`src/hdl/lin_cfg.svh`:
```
// Thresholds must fit their counter widths with one count of headroom; the inactivity value is sized for simulation.
`ifndef LIN_CFG_SVH
`define LIN_CFG_SVH

// Width of the break low-time counter.
`define LIN_BREAK_CNT_W 8

// Low cycles at 16x baud that qualify as a break.
// Must stay below 2**LIN_BREAK_CNT_W - 1 so the counter can saturate past it.
`define LIN_BREAK_THRESH 100

// Width of the bus inactivity counter.
`define LIN_INACT_CNT_W 16

// High cycles that signal bus inactivity.
// Kept small for simulation. A real bus needs several seconds' worth.
`define LIN_INACT_THRESH 400

// Number of sticky status bits.
`define LIN_STS_W 3

// Status bit positions.
`define LIN_STS_BREAK 0
`define LIN_STS_EDGE 1
`define LIN_STS_INACT 2

`endif
```
`src/hdl/lin_pkg.sv`:
```
// Types only; widths follow lin_cfg.svh, so the header must be on the include path.
`default_nettype none

package lin_pkg;

    `include "lin_cfg.svh"

    // Break and delimiter tracking states.
    typedef enum logic [1:0] {
        BRK_IDLE  = 2'd0,
        BRK_LOW   = 2'd1,
        BRK_DELIM = 2'd2
    } break_state_t;

    // Bus inactivity timer states.
    typedef enum logic [1:0] {
        INA_IDLE   = 2'd0,
        INA_COUNT  = 2'd1,
        INA_DETECT = 2'd2
    } inact_state_t;

    // Counter words.
    typedef logic [`LIN_BREAK_CNT_W-1:0] break_cnt_t;
    typedef logic [`LIN_INACT_CNT_W-1:0] inact_cnt_t;

    // Status word, indexed by the LIN_STS_* positions.
    typedef logic [`LIN_STS_W-1:0] sts_t;

endpackage

`default_nettype wire

```
`src/hdl/lin_evt_if.sv`:
```
// Event strobes are single cycle and unacknowledged; a sink must sample every cycle.
`timescale 1ns/1ps
`default_nettype none

interface lin_evt_if (
    input wire logic clk_fin
);

    // One-cycle strobe when the low phase reaches the break threshold.
    logic break_pulse;
    // High while the break detector sits in the delimiter state.
    logic delim;
    // Combinational strobe on any rxd transition.
    logic rxd_edge;
    // One-cycle strobe when the bus has been high long enough.
    logic inact;

    // Break detector side.
    modport brk_src (
        output break_pulse,
        output delim
    );

    // Inactivity timer side.
    modport inact_src (
        output inact
    );

    // Bus port produces the edge strobe and follows the delimiter.
    modport port_mp (
        output rxd_edge,
        input  delim
    );

    // Status register collects the three events.
    modport sts_sink (
        input break_pulse,
        input rxd_edge,
        input inact
    );

endinterface

`default_nettype wire

```
`src/hdl/lin_slave_top.sv`:
```
// Single clock at 16x baud; rxd is taken as already synchronous to clk_fin.
`timescale 1ns/1ps
`default_nettype none

module lin_slave_top
    import lin_pkg::*;
(
    input  wire logic clk_fin,
    input  wire logic rst,
    input  wire logic start,
    input  wire logic txd_dis,
    input  wire logic rxd_dis,
    input  wire logic rxd,
    input  wire logic txd,
    input  wire logic status_rd,
    input  wire sts_t int_mask,
    output logic      rxd_out,
    output logic      txd_out,
    output sts_t      status,
    output logic      interrupt
);

    // Event bundle shared by the detectors, bus port and status register.
    lin_evt_if evt_bus (
        .clk_fin (clk_fin)
    );

    // Break and delimiter detection.
    lin_break_detect u_break (
        .clk_fin (clk_fin),
        .rst     (rst),
        .start   (start),
        .rxd     (rxd),
        .evt     (evt_bus.brk_src)
    );

    // Bus inactivity timer.
    lin_inact_timer u_inact (
        .clk_fin (clk_fin),
        .rst     (rst),
        .start   (start),
        .rxd     (rxd),
        .evt     (evt_bus.inact_src)
    );

    // Line gating and edge detection.
    lin_bus_port u_port (
        .clk_fin (clk_fin),
        .rst     (rst),
        .start   (start),
        .txd_dis (txd_dis),
        .rxd_dis (rxd_dis),
        .rxd     (rxd),
        .txd     (txd),
        .evt     (evt_bus.port_mp),
        .rxd_out (rxd_out),
        .txd_out (txd_out)
    );

    // Sticky status and interrupt.
    lin_status_reg u_sts (
        .clk_fin   (clk_fin),
        .rst       (rst),
        .status_rd (status_rd),
        .int_mask  (int_mask),
        .evt       (evt_bus.sts_sink),
        .status    (status),
        .interrupt (interrupt)
    );

endmodule

`default_nettype wire

```
`src/hdl/lin_status_reg.sv`:
```
// Clear on read is a single status_rd strobe; an event in the same cycle survives the clear.
`timescale 1ns/1ps
`default_nettype none

`include "lin_cfg.svh"

module lin_status_reg
    import lin_pkg::*;
(
    input  wire logic   clk_fin,
    input  wire logic   rst,
    input  wire logic   status_rd,
    input  wire sts_t   int_mask,
    lin_evt_if.sts_sink evt,
    output sts_t        status,
    output logic        interrupt
);

    sts_t evt_vec;

    // Gather the event strobes into status bit order.
    always_comb
    begin
        evt_vec                 = '0;
        evt_vec[`LIN_STS_BREAK] = evt.break_pulse;
        evt_vec[`LIN_STS_EDGE]  = evt.rxd_edge;
        evt_vec[`LIN_STS_INACT] = evt.inact;
    end

    // Sticky bits.
    // A read wipes old events, new ones are or-ed in after the wipe.
    always_ff @(posedge clk_fin)
    begin
        if (rst)
        begin
            status <= '0;
        end
        else
        begin
            status <= (status_rd ? '0 : status) | evt_vec;
        end
    end

    // Interrupt follows the masked status one cycle later.
    always_ff @(posedge clk_fin)
    begin
        if (rst)
        begin
            interrupt <= 1'b0;
        end
        else
        begin
            interrupt <= |(status & int_mask);
        end
    end

endmodule

`default_nettype wire

```
`src/hdl/lin_bus_port.sv`:
```
// No synchronizer on rxd; rxd_out and txd_out lag their sources by one clk_fin cycle.
`timescale 1ns/1ps
`default_nettype none

module lin_bus_port (
    input  wire logic  clk_fin,
    input  wire logic  rst,
    input  wire logic  start,
    input  wire logic  txd_dis,
    input  wire logic  rxd_dis,
    input  wire logic  rxd,
    input  wire logic  txd,
    lin_evt_if.port_mp evt,
    output logic       rxd_out,
    output logic       txd_out
);

    logic rx_gate;
    logic rxd_q;

    // Edge strobe, high in the cycle rxd differs from its last sample.
    assign evt.rxd_edge = rxd ^ rxd_q;

    // Previous rxd sample.
    // Starts recessive so an idle bus gives no edge after reset.
    always_ff @(posedge clk_fin)
    begin
        if (rst)
        begin
            rxd_q <= 1'b1;
        end
        else
        begin
            rxd_q <= rxd;
        end
    end

    // Receive gate.
    // Opens on the delimiter; software or a stop closes it, opening wins.
    always_ff @(posedge clk_fin)
    begin
        if (rst || !start)
        begin
            rx_gate <= 1'b0;
        end
        else if (evt.delim)
        begin
            rx_gate <= 1'b1;
        end
        else if (rxd_dis)
        begin
            rx_gate <= 1'b0;
        end
    end

    // Registered line outputs, both recessive out of reset.
    always_ff @(posedge clk_fin)
    begin
        if (rst)
        begin
            rxd_out <= 1'b1;
            txd_out <= 1'b1;
        end
        else
        begin
            // UART sees an idle line until the gate opens.
            rxd_out <= rx_gate ? rxd : 1'b1;
            // Forced dominant when transmit is disabled.
            txd_out <= txd_dis ? 1'b0 : txd;
        end
    end

endmodule

`default_nettype wire

```
`src/hdl/lin_inact_timer.sv`:
```
// rxd must be synchronous to clk_fin; a steady high bus re-signals about every threshold + 2 cycles.
`timescale 1ns/1ps
`default_nettype none

`include "lin_cfg.svh"

module lin_inact_timer
    import lin_pkg::*;
(
    input  wire logic    clk_fin,
    input  wire logic    rst,
    input  wire logic    start,
    input  wire logic    rxd,
    lin_evt_if.inact_src evt
);

    inact_state_t state;
    inact_cnt_t   high_cnt;
    logic         cnt_hit;

    assign cnt_hit = (high_cnt == inact_cnt_t'(`LIN_INACT_THRESH));

    // Inactivity strobe lasts exactly the one detect cycle.
    assign evt.inact = (state == INA_DETECT);

    // State machine.
    // Any low bit restarts the measurement.
    always_ff @(posedge clk_fin)
    begin
        if (rst || !start)
        begin
            state <= INA_IDLE;
        end
        else
        begin
            case (state)
                INA_IDLE:
                begin
                    if (rxd)
                    begin
                        state <= INA_COUNT;
                    end
                end
                INA_COUNT:
                begin
                    if (!rxd)
                    begin
                        state <= INA_IDLE;
                    end
                    else if (cnt_hit)
                    begin
                        state <= INA_DETECT;
                    end
                end
                default:
                begin
                    // Detect lasts one cycle.
                    state <= INA_IDLE;
                end
            endcase
        end
    end

    // High-time counter.
    // Counts every high cycle, restarts after a detect or on a low bit.
    always_ff @(posedge clk_fin)
    begin
        if (rst || !start || !rxd || (state == INA_DETECT))
        begin
            high_cnt <= '0;
        end
        else
        begin
            high_cnt <= high_cnt + 1'b1;
        end
    end

endmodule

`default_nettype wire

```
`src/hdl/lin_break_detect.sv`:
```
// rxd must already be synchronous to clk_fin; the break is reported once per low phase.
`timescale 1ns/1ps
`default_nettype none

`include "lin_cfg.svh"

module lin_break_detect
    import lin_pkg::*;
(
    input  wire logic   clk_fin,
    input  wire logic   rst,
    input  wire logic   start,
    input  wire logic   rxd,
    lin_evt_if.brk_src  evt
);

    break_state_t state;
    break_state_t state_nxt;
    break_cnt_t   low_cnt;
    logic         brk_flag;
    logic         brk_hit;

    // Threshold reached while the bus is still low.
    assign brk_hit = (state == BRK_LOW) && (low_cnt == break_cnt_t'(`LIN_BREAK_THRESH));

    assign evt.break_pulse = brk_hit;
    // Delimiter level comes straight from the state, so it is already gated by start.
    assign evt.delim = (state == BRK_DELIM);

    // Next state.
    always_comb
    begin
        state_nxt = state;
        case (state)
            BRK_IDLE:
            begin
                // Falling bus starts a candidate break.
                if (!rxd)
                begin
                    state_nxt = BRK_LOW;
                end
            end
            BRK_LOW:
            begin
                // A short low phase is just data, a long one is a break.
                if (rxd)
                begin
                    state_nxt = brk_flag ? BRK_DELIM : BRK_IDLE;
                end
            end
            BRK_DELIM:
            begin
                // Delimiter ends at the start bit of the sync byte.
                if (!rxd)
                begin
                    state_nxt = BRK_IDLE;
                end
            end
            default:
            begin
                state_nxt = BRK_IDLE;
            end
        endcase
    end

    // State register, held idle while the block is stopped.
    always_ff @(posedge clk_fin)
    begin
        if (rst || !start)
        begin
            state <= BRK_IDLE;
        end
        else
        begin
            state <= state_nxt;
        end
    end

    // Low-time counter.
    // Runs only in BRK_LOW and parks one past the threshold.
    always_ff @(posedge clk_fin)
    begin
        if (rst || !start || (state != BRK_LOW))
        begin
            low_cnt <= '0;
        end
        else if (low_cnt <= break_cnt_t'(`LIN_BREAK_THRESH))
        begin
            low_cnt <= low_cnt + 1'b1;
        end
    end

    // Break flag.
    // Set on the threshold hit, dropped once the delimiter is entered.
    always_ff @(posedge clk_fin)
    begin
        if (rst || !start)
        begin
            brk_flag <= 1'b0;
        end
        else if (brk_hit)
        begin
            brk_flag <= 1'b1;
        end
        else if (state == BRK_DELIM)
        begin
            brk_flag <= 1'b0;
        end
    end

endmodule

`default_nettype wire

```
`config.mk`:
```
export PLATFORM = sky130hd
export DESIGN_NAME = lin_slave_top
export DESIGN_NICKNAME = d
export VERILOG_FILES = /design/src/hdl/lin_pkg.sv /design/src/hdl/lin_evt_if.sv /design/src/hdl/lin_slave_top.sv /design/src/hdl/lin_status_reg.sv /design/src/hdl/lin_bus_port.sv /design/src/hdl/lin_inact_timer.sv /design/src/hdl/lin_break_detect.sv
export VERILOG_INCLUDE_DIRS = /design/src /design/src/hdl
export SDC_FILE = /design/constraint.sdc
export NUM_CORES = 1
export LEC_CHECK = 0
export ABC_CLOCK_PERIOD_IN_PS = 1800
export BUFFER_PORTS_ARGS = -buffer_cell sky130_fd_sc_hd__buf_4
export CAP_MARGIN = 15
export CORE_MARGIN = 4
export CORE_UTILIZATION = 30
export CTS_CLUSTER_SIZE = 8
export DETAILED_ROUTE_END_ITERATION = 12
export PLACE_DENSITY = 0.44
export SLEW_MARGIN = 20
export SYNTH_ARGS = -nofsm -noshare
export SYNTH_HDL_FRONTEND = slang
export SYNTH_HIERARCHICAL = 1
export SYNTH_SLANG_ARGS = --single-unit
```
`constraint.sdc`:
```
create_clock -name clk_fin -period 1.8 [get_ports clk_fin]
set_input_delay 0.27 -clock clk_fin [delete_from_list [all_inputs] [get_ports clk_fin]]
set_output_delay 0.27 -clock clk_fin [all_outputs]
set_load 0.02 [all_outputs]
```
==> metrics.txt, run 1 <==
CTS clock-pin slew for the worst setup and hold paths 0.07 ns; die height 83.0 um; Crit Path Category register to register; Buf/Inv on CP 1; largest cells by area after synthesis dfxtp_1, nor2_1, xnor2_1; total negative slack 0 ns; top-count cell post-synth dfxtp_1; Iteration-0 DRC Markers 100; Seq/Total Area, Yosys 43.9%; postcts setup bufs 0; routed len/inst 11.7 um; flop2flop setup slack 0.25 ns; largest net degree at the start of global routing 17; Synth Net Count 197; Slew Limit Fails 0; Largest delay share family, worst path simple AND/OR/NAND/NOR gates; ant diodes 0; HPWL after DPL 2.45 mm; #FFs+latches synth 37; Peak Freq 0.645 GHz; clock sink total 37; Filler Cell Count 577; Static Leak 0.737 nW; worst-path maximum fanout 5; via count 1273; GRT Util Overall 9.88%; core area 5470 sq um; share of power burned in combinational logic 4.3%; hold_buf cts 0; routed vias/inst 4.63; CTS tree done; final-report setup violation count 0; Starting Density 30.8%; Final Hold Fails 0; share of layout cells above drive strength 1 17.7%; minimum clock period 1.55 ns; wire length of the first global-routing pass 5.69 mm; Max Cap Viol 0; DRC 0; CP Launch Type register; Max stage delay on crit path 0.35 ns; Cell Int Power 1.13 mW; yosys warns 6; RD Place Congestion 0.852; drt total wl 3.22 mm; part of the power in the clock network 38.4%; grt ovf 0; TritonRoute pass-1 iters 4; synth unique cells 42; number of antenna violations at the first check in global routing 0; sequential cell area 741 sq um; power density over the cells 742 nW/um^2; Routed Antenna Nets 0; Layout Utilization 35.8%; vias in the first global route 1299; Rel. slew slack 76.3%; area share of the largest cell type after synthesis 43.9%; Num CTS Buffers 5; Die W 83.0 um; Crit. End Element register; signal arrival time at the worst endpoint 1.76 ns; Worst Hold Class input pin to register; Worst-Margin Slew 0.354 ns; Synth area leader dfxtp_1; Clock Path Buffers 2; IO Pins 17; worst-path cell chain inv_1 -> ha_1 -> nor2b_4 -> o31a_1 -> or3_1 -> a21oi_1; RSZ-0062 raised after global routing no; Critical-path top delay cell or3_1; area grow syn2layout 16.1%; Clock Latency Late Sink 0.28 ns; Total Die Area 6880 sq um; ys async rst share 0%; cell area after synthesis 1690 sq um; # rows 27; PostCTS Resize Cnt 0; sequential power share 57.3%; Critical Path RT 2.01 ns; area of the multi-input gates 863 sq um; Clock Skew 0.00196 ns; Cells after Synth 182; Net Sw Power 326 uW; sw frac 22.4%; worst vdd ir 0.000295 V; Avg Cell Area, Syn 9.26 sq um; CTS H-tree lvls 2; final worst-path cycle share 86.1%; EDFF count, synth 0; root cell of the clock tree clkbuf_8; # port buffers 16; post-layout net count 217; Post-synth top cells dfxtp_1, nor2_1, inv_1; dominant synthesized flop cell dfxtp_1; run status complete, no violations
area by class of cell:
cell class | instances | share of cell area (%)
Clock buffer | 6 | 3.71
Inverter | 16 | 3.07
Tap cell | 72 | 4.60
Multi-Input combinational cell | 126 | 44.1
Timing Repair Buffer | 16 | 6.14
Clock inverter | 2 | 0.512
Sequential cell | 37 | 37.9
kinds of logic after synthesis:
logic type               after synthesis  share of synthesized area, %
XOR/XNOR                              14                          7.28
AND/OR/NAND/NOR                       82                          31.2
multiplexers                           1                         0.594
flip-flops                            37                          43.9
adder cells (fa/ha/maj)                4                          2.97
buffers and inverters                 19                          4.83
AO/OA/AOI/OAI                         25                          9.21
layer usage:
layer / GRT usage (%) / part of all wire [%] / routed length, um
met1: 12.3 / 49 / 1580
met2: 15.7 / 45 / 1450
met3: 2.78 / 4.7 / 153
met4: 4.46 / 1.4 / 45
met5: 0 / 0 / 0
power groups by stage:
stage               logic (mW)  registers, mW  clock network, mW
finish                  0.0621          0.833              0.558
global route            0.0697          0.833              0.616
CTS                     0.0634          0.832              0.583
detailed placement      0.0632          0.852                  0
global placement        0.0617          0.851                  0
floorplan               0.0247          0.856                  0
path summary, 6_finish.rpt:
path	cells after the start	end	from
hold / removal	2	u_port/txd_out	txd_dis
setup / recovery	6	u_break/low_cnt[3]	u_break/low_cnt[0]
hold reg to reg	1	u_port/rxd_out	u_port/rx_gate
setup reg to reg	6	u_break/low_cnt[3]	u_break/low_cnt[0]
metrics by stage:
stage	worst slack, ns	hold WS [ns]	cells	power, mW	cell area [sq um]
detailed placement	0.286	0.374	267	0.915	1870
finish	0.251	0.188	275	1.45	1960
CTS	0.270	0.170	275	1.48	1960
global route	0.162	0.188	275	1.52	1960
floorplan	0.387	0.339	182	0.881	1690
global placement	0.346	0.369	267	0.913	1870
placed cells by master, fill, tap and decap left out, drive strengths merged, types with 2 or more instances in the layout:
cell / instances
nand2b: 6
xor2: 6
and3: 3
nor2b: 7
and4: 2
xnor2: 8
nor4: 4
a31o: 2
clkinv: 2
a21oi: 11
nor3: 6
nor3b: 2
buf: 16
inv: 16
nor2: 23
nand3: 8
nand3b: 2
nand4: 7
nand2: 6
clkbuf: 6
ha: 4
dfxtp: 37
nor4b: 2
o21ai: 6
flip-flops by register name, summed over array words and instances, names as in the netlist:
signal,flops
u_inact/high_cnt,16
u_break/low_cnt,8
u_sts/status,3
u_break/state,2
u_inact/state,2
u_break/brk_flag,1
u_port/rx_gate,1
u_port/rxd_out,1
u_port/rxd_q,1
u_port/txd_out,1
u_sts/interrupt,1
(Power assumes the default switching activity.)
==> run 2: changes to the inputs <==
--- a/config.mk
+++ b/config.mk
@@ -7,13 +7,13 @@
 export NUM_CORES = 1
 export LEC_CHECK = 0
 export ABC_CLOCK_PERIOD_IN_PS = 1800
-export BUFFER_PORTS_ARGS = -buffer_cell sky130_fd_sc_hd__buf_4
 export CAP_MARGIN = 15
 export CORE_MARGIN = 4
 export CORE_UTILIZATION = 30
 export CTS_CLUSTER_SIZE = 8
 export DETAILED_ROUTE_END_ITERATION = 12
-export PLACE_DENSITY = 0.44
+export DONT_BUFFER_PORTS = 1
+export PLACE_DENSITY = 0.42
 export SLEW_MARGIN = 20
 export SYNTH_ARGS = -nofsm -noshare
 export SYNTH_HDL_FRONTEND = slang
==> metrics.txt, run 2 (same netlist as run 1, synthesis figures left out) <==
hold_buf cts 0; worst reg2reg path startpoint u_break/low_cnt[0]; final worst-path cycle share 85.4%; Hold Startpoint rst; IO Pins 17; Max Cap Viol 0; vias in the first global route 1233; CTS H-tree lvls 2; hold slack 0.0500 ns; Crit. End Element register; Clock Latency Late Sink 0.28 ns; Critical-path top delay cell dfxtp_1; # rows 27; CTS tree done; Filler Cell Count 590; Largest Register u_inact/high_cnt; Hold Path End u_sts/status[0]; run status complete, no violations; final-report setup violation count 0; Static Leak 0.668 nW; minimum clock period 1.54 ns; flop2flop setup slack 0.26 ns; root cell of the clock tree clkbuf_8; PnR worst setup slack 0.264 ns; Top Registers u_inact/high_cnt x16, u_break/low_cnt x8, u_sts/status x3; post-layout net count 201; # port buffers 0; largest net degree at the start of global routing 17; TritonRoute pass-1 iters 4; Crit Path Category register to register; RSZ-0062 raised after global routing no; Layout Utilization 34.0%; share of layout cells above drive strength 1 10.8%; worst-path maximum fanout 5; Starting Density 30.8%; RD Place Congestion 0.734; via count 1226; total negative slack 0 ns; Slew Limit Fails 0; CTS clock-pin slew for the worst setup and hold paths 0.08 ns; signal arrival time at the worst endpoint 1.75 ns; power density over the cells 830 nW/um^2; Worst Hold Class input pin to register; cells on worst reg2reg path 6; postcts setup bufs 0; Routed Antenna Nets 0; GRT Util Overall 9.41%; worst vdd ir 0.000334 V; R2R Path End u_break/low_cnt[3]; Clock Path Buffers 2; wire length of the first global-routing pass 5.35 mm; core area 5470 sq um; Rel. slew slack 75.6%; Num CTS Buffers 5; pre-CTS setup slack 0.289 ns; Total Die Area 6880 sq um; PostCTS Resize Cnt 0; worst hold stages 1; worst-path cell chain inv_1 -> ha_1 -> nor2b_4 -> o31a_1 -> or3_1 -> a21oi_1; routed len/inst 11.8 um; Worst-Margin Slew 0.363 ns; Overall Power 1.54 mW; die height 83.0 um; DRC 0; grt ovf 0; drt total wl 3.03 mm; Critical Path RT 2.01 ns; routed vias/inst 4.75; ant diodes 0; clock sink total 37; area grow syn2layout 10.2%; Die W 83.0 um; max reg flops 16; most common cell after layout, fill and taps aside dfxtp_1; Final Hold Fails 0; HPWL after DPL 2.27 mm; Clock Skew 0.00871 ns; most frequent cells in the layout dfxtp_1, nor2_1, inv_1, a21oi_1, xnor2_1; Peak Freq 0.651 GHz; CP Launch Type register; Max stage delay on crit path 0.35 ns; number of antenna violations at the first check in global routing 0; Iteration-0 DRC Markers 50
run 2: cell types whose count changed in the layout (fill, tap and decap cells not counted):
cell | before | now
bufinv_16 | 0 | 1
clkbuf_1 | 1 | 0
buf_4 | 16 | 0
clkinv_2 | 2 | 1
run 2: layout make-up:
| cell class | instances | area (sq um) | share of cell area [%] |
|---|---|---|---|
| Clock inverter | 2 | 35.0 | 1.89 |
| Multi-Input combinational cell | 126 | 863 | 46.5 |
| Tap cell | 72 | 90.1 | 4.85 |
| Clock buffer | 5 | 68.8 | 3.70 |
| Sequential cell | 37 | 741 | 39.9 |
| Inverter | 16 | 60.1 | 3.23 |
run 2: power by group:
part | internal [mW] | total, mW | switching, mW | leakage (nW)
clock | 0.402 | 0.677 | 0.275 | 0.0540
combinational | 0.0121 | 0.0265 | 0.0144 | 0.314
sequential | 0.827 | 0.839 | 0.0114 | 0.300
total | 1.24 | 1.54 | 0.300 | 0.668
run 2: worst max path at each step:
stage                            start                 end  depth (start not counted)
floorplan           u_break/low_cnt[0]  u_break/low_cnt[3]                          6
global placement    u_break/low_cnt[0]  u_break/low_cnt[3]                          6
detailed placement  u_break/low_cnt[0]  u_break/low_cnt[3]                          6
CTS                 u_break/low_cnt[0]  u_break/low_cnt[3]                          6
global route        u_break/low_cnt[0]  u_break/low_cnt[3]                          6
finish              u_break/low_cnt[0]  u_break/low_cnt[3]                          6
run 2: worst max-delay path, delay by kind of cell (launching register included):
family | cells | cell delay, ns
buf+inv | 1 | 0.09
fa+ha+maj | 1 | 0.23
simple gates | 2 | 0.40
compound gates | 2 | 0.40
flops | 1 | 0.35
run 2: layer usage:
metal | up-vias | global-route usage (%) | wire length, um
met5 | - | 0 | 0
met4 | 0 | 4.01 | 24
met3 | 2 | 3.08 | 105
met2 | 12 | 15.4 | 1440
met1 | 581 | 11.3 | 1460
li1 | 631 | - | -
run 2: stage by stage:
step,instances,instance area (sq um)
floorplan,182,1690
detailed placement,251,1750
global placement,251,1750
CTS,258,1860
finish,258,1860
global route,258,1860
==> run 3: changes to the inputs <==
--- a/config.mk
+++ b/config.mk
@@ -6,6 +6,7 @@
 export SDC_FILE = /design/constraint.sdc
 export NUM_CORES = 1
 export LEC_CHECK = 0
+export ABC_AREA = 0
 export ABC_CLOCK_PERIOD_IN_PS = 1800
 export CAP_MARGIN = 15
 export CORE_MARGIN = 4
@@ -17,5 +18,4 @@
 export SLEW_MARGIN = 20
 export SYNTH_ARGS = -nofsm -noshare
 export SYNTH_HDL_FRONTEND = slang
-export SYNTH_HIERARCHICAL = 1
 export SYNTH_SLANG_ARGS = --single-unit
==> metrics.txt, run 3 <==
minimum clock period 1.70 ns; via count 1175; Num CTS Buffers 5; power density over the cells 901 nW/um^2; Synth area leader dfxtp_1; Starting Density 31.8%; sequential power share 52.8%; largest cells by area after synthesis dfxtp_1, xnor2_1, nor2_1; Largest Register u_inact.high_cnt; drt total wl 2.96 mm; grt ovf 0; routed vias/inst 4.76; Iteration-0 DRC Markers 40; share of layout cells above drive strength 1 8.33%; Overall Power 1.59 mW; Clock Skew 0.00962 ns; Worst Hold Class input pin to register; Routed Antenna Nets 0; cell area after synthesis 1550 sq um; DRC 0; max reg flops 16; core area 4880 sq um; GRT Util Overall 10.4%; final-report setup violation count 0; routed len/inst 12.0 um; run status complete, no violations; largest net degree at the start of global routing 17; most frequent cells in the layout dfxtp_1, nor2_1, xnor2_1, inv_1, a21oi_1; flop2flop setup slack 0.10 ns; root cell of the clock tree clkbuf_8; CTS clock-pin slew for the worst setup and hold paths 0.08 ns; hold_buf cts 0; final worst-path cycle share 94.4%; Clock Path Buffers 2; signal arrival time at the worst endpoint 1.92 ns; worst-path maximum fanout 9; worst-path cell chain inv_1 -> ha_2 -> nor2b_4 -> o311a_4 -> or4_1 -> a21oi_2; Avg Cell Area, Syn 8.98 sq um; wire length of the first global-routing pass 5.15 mm; IO Pins 17; Filler Cell Count 524; CTS tree done; area share of the largest cell type after synthesis 47.7%; Max Cap Viol 0; number of antenna violations at the first check in global routing 0; Cell Int Power 1.25 mW; Net Sw Power 331 uW; CTS H-tree lvls 2; Crit Path Category register to register; Synth Net Count 188; Final Non-Filler Cells 247; ys async rst share 0%; area grow syn2layout 13.2%; HPWL after DPL 2.16 mm; sw frac 20.9%; Die W 80.0 um; Peak Freq 0.589 GHz; Post-synth top cells dfxtp_1, nor2_1, a21oi_1, xnor2_1, inv_1; die height 80.0 um; #FFs+latches synth 37; Critical-path top delay cell or4_1; Final Hold Fails 0; Worst-Margin Slew 0.376 ns; Top Registers u_inact.high_cnt x16, u_break.low_cnt x8, u_sts.status x3; Cells after DPL 239; share of power burned in combinational logic 1.8%; Max stage delay on crit path 0.50 ns; total negative slack 0 ns; yosys warns 0; Cells after Synth 173; Rel. slew slack 74.9%; RSZ-0062 raised after global routing no; Clock Latency Late Sink 0.29 ns; vias in the first global route 1159; worst vdd ir 0.000425 V; ant diodes 0; Total Die Area 6400 sq um; # port buffers 0; Slew Limit Fails 0; Crit. End Element register; Critical Path RT 2.02 ns; # rows 25; RD Place Congestion 0.734; post-layout net count 194; TritonRoute pass-1 iters 4; Seq/Total Area, Yosys 47.7%; Static Leak 0.531 nW; dominant synthesized flop cell dfxtp_1; synth unique cells 32; clock sink total 37; part of the power in the clock network 45.4%; postcts setup bufs 0; most common cell after layout, fill and taps aside dfxtp_1; CP Launch Type register; top-count cell post-synth dfxtp_1; EDFF count, synth 0
## run 3: critical path, delay by kind of cell, from the launching register on
| kind | cells | cell delay (ns) |
|---|---|---|
| AO/OA/AOI/OAI | 2 | 0.48 |
| adder cells (fa/ha/maj) | 1 | 0.20 |
| buffers and inverters | 1 | 0.07 |
| flip-flops | 1 | 0.34 |
| AND/OR/NAND/NOR | 2 | 0.55 |
## run 3: logic make-up after synthesis
family | after synthesis | share of synthesized area, %
simple gates | 82 | 28.2
compound gates | 23 | 9.90
xor+xnor | 14 | 7.89
buf+inv | 13 | 3.14
fa+ha+maj | 4 | 3.22
flops | 37 | 47.7
## run 3: path summary, 6_finish.rpt
kind,cells past startpoint,from,to
hold reg to reg,1,u_port.rx_gate,u_port.rxd_out
setup reg to reg,6,u_break.low_cnt[0],u_break.low_cnt[3]
setup / recovery,6,u_break.low_cnt[0],u_break.low_cnt[3]
hold / removal,1,rst,u_sts.status[1]
## run 3: stage by stage
| stage | worst slack [ns] | utilization [%] | area [sq um] | hold WS, ns |
|---|---|---|---|---|
| 2_1_floorplan | 0.209 | - | 1550 | 0.339 |
| 3_3_place_gp | 0.169 | 33.6 | 1640 | 0.342 |
| 3_5_place_dp | 0.0943 | 33.6 | 1640 | 0.345 |
| 4_1_cts | 0.0817 | 35.9 | 1750 | 0.0258 |
| 5_1_grt | 0.00622 | 36.1 | 1760 | 0.0180 |
| 6_report | 0.101 | 36.1 | 1760 | 0.0388 |
## run 3: routing by layer
layer	up-vias	share of wire (%)	global-route usage, %
li1	619	-	-
met5	-	0	0
met1	542	50	12.7
met2	12	46	16.1
met4	0	0.84	4.05
met3	2	3.6	4.18
## run 3: repair_timing
item | 4_1_cts | 5_1_grt
endpoints found under the setup margin | 0 | 1
hold endpoints to repair | 0 | 0
gates resized for setup | 0 | 2
## run 3: cell type report
type	count	area, sq um	share of cell area, %
multi-input combinational	123	771	43.8
sequential	37	741	42.1
tap	67	83.8	4.77
clock buffer	5	68.8	3.91
clock inverter	3	46.3	2.63
inverter	11	41.3	2.35
timing repair buffer	1	7.51	0.427
## run 3: power groups by stage
stage	Clock (mW)	Combinational (mW)	Sequential, mW
6_report	0.720	0.0281	0.838
5_1_grt	0.782	0.0319	0.839
4_1_cts	0.749	0.0286	0.838
3_5_place_dp	0	0.0283	0.858
3_3_place_gp	0	0.0276	0.858
2_1_floorplan	0	0.0223	0.856
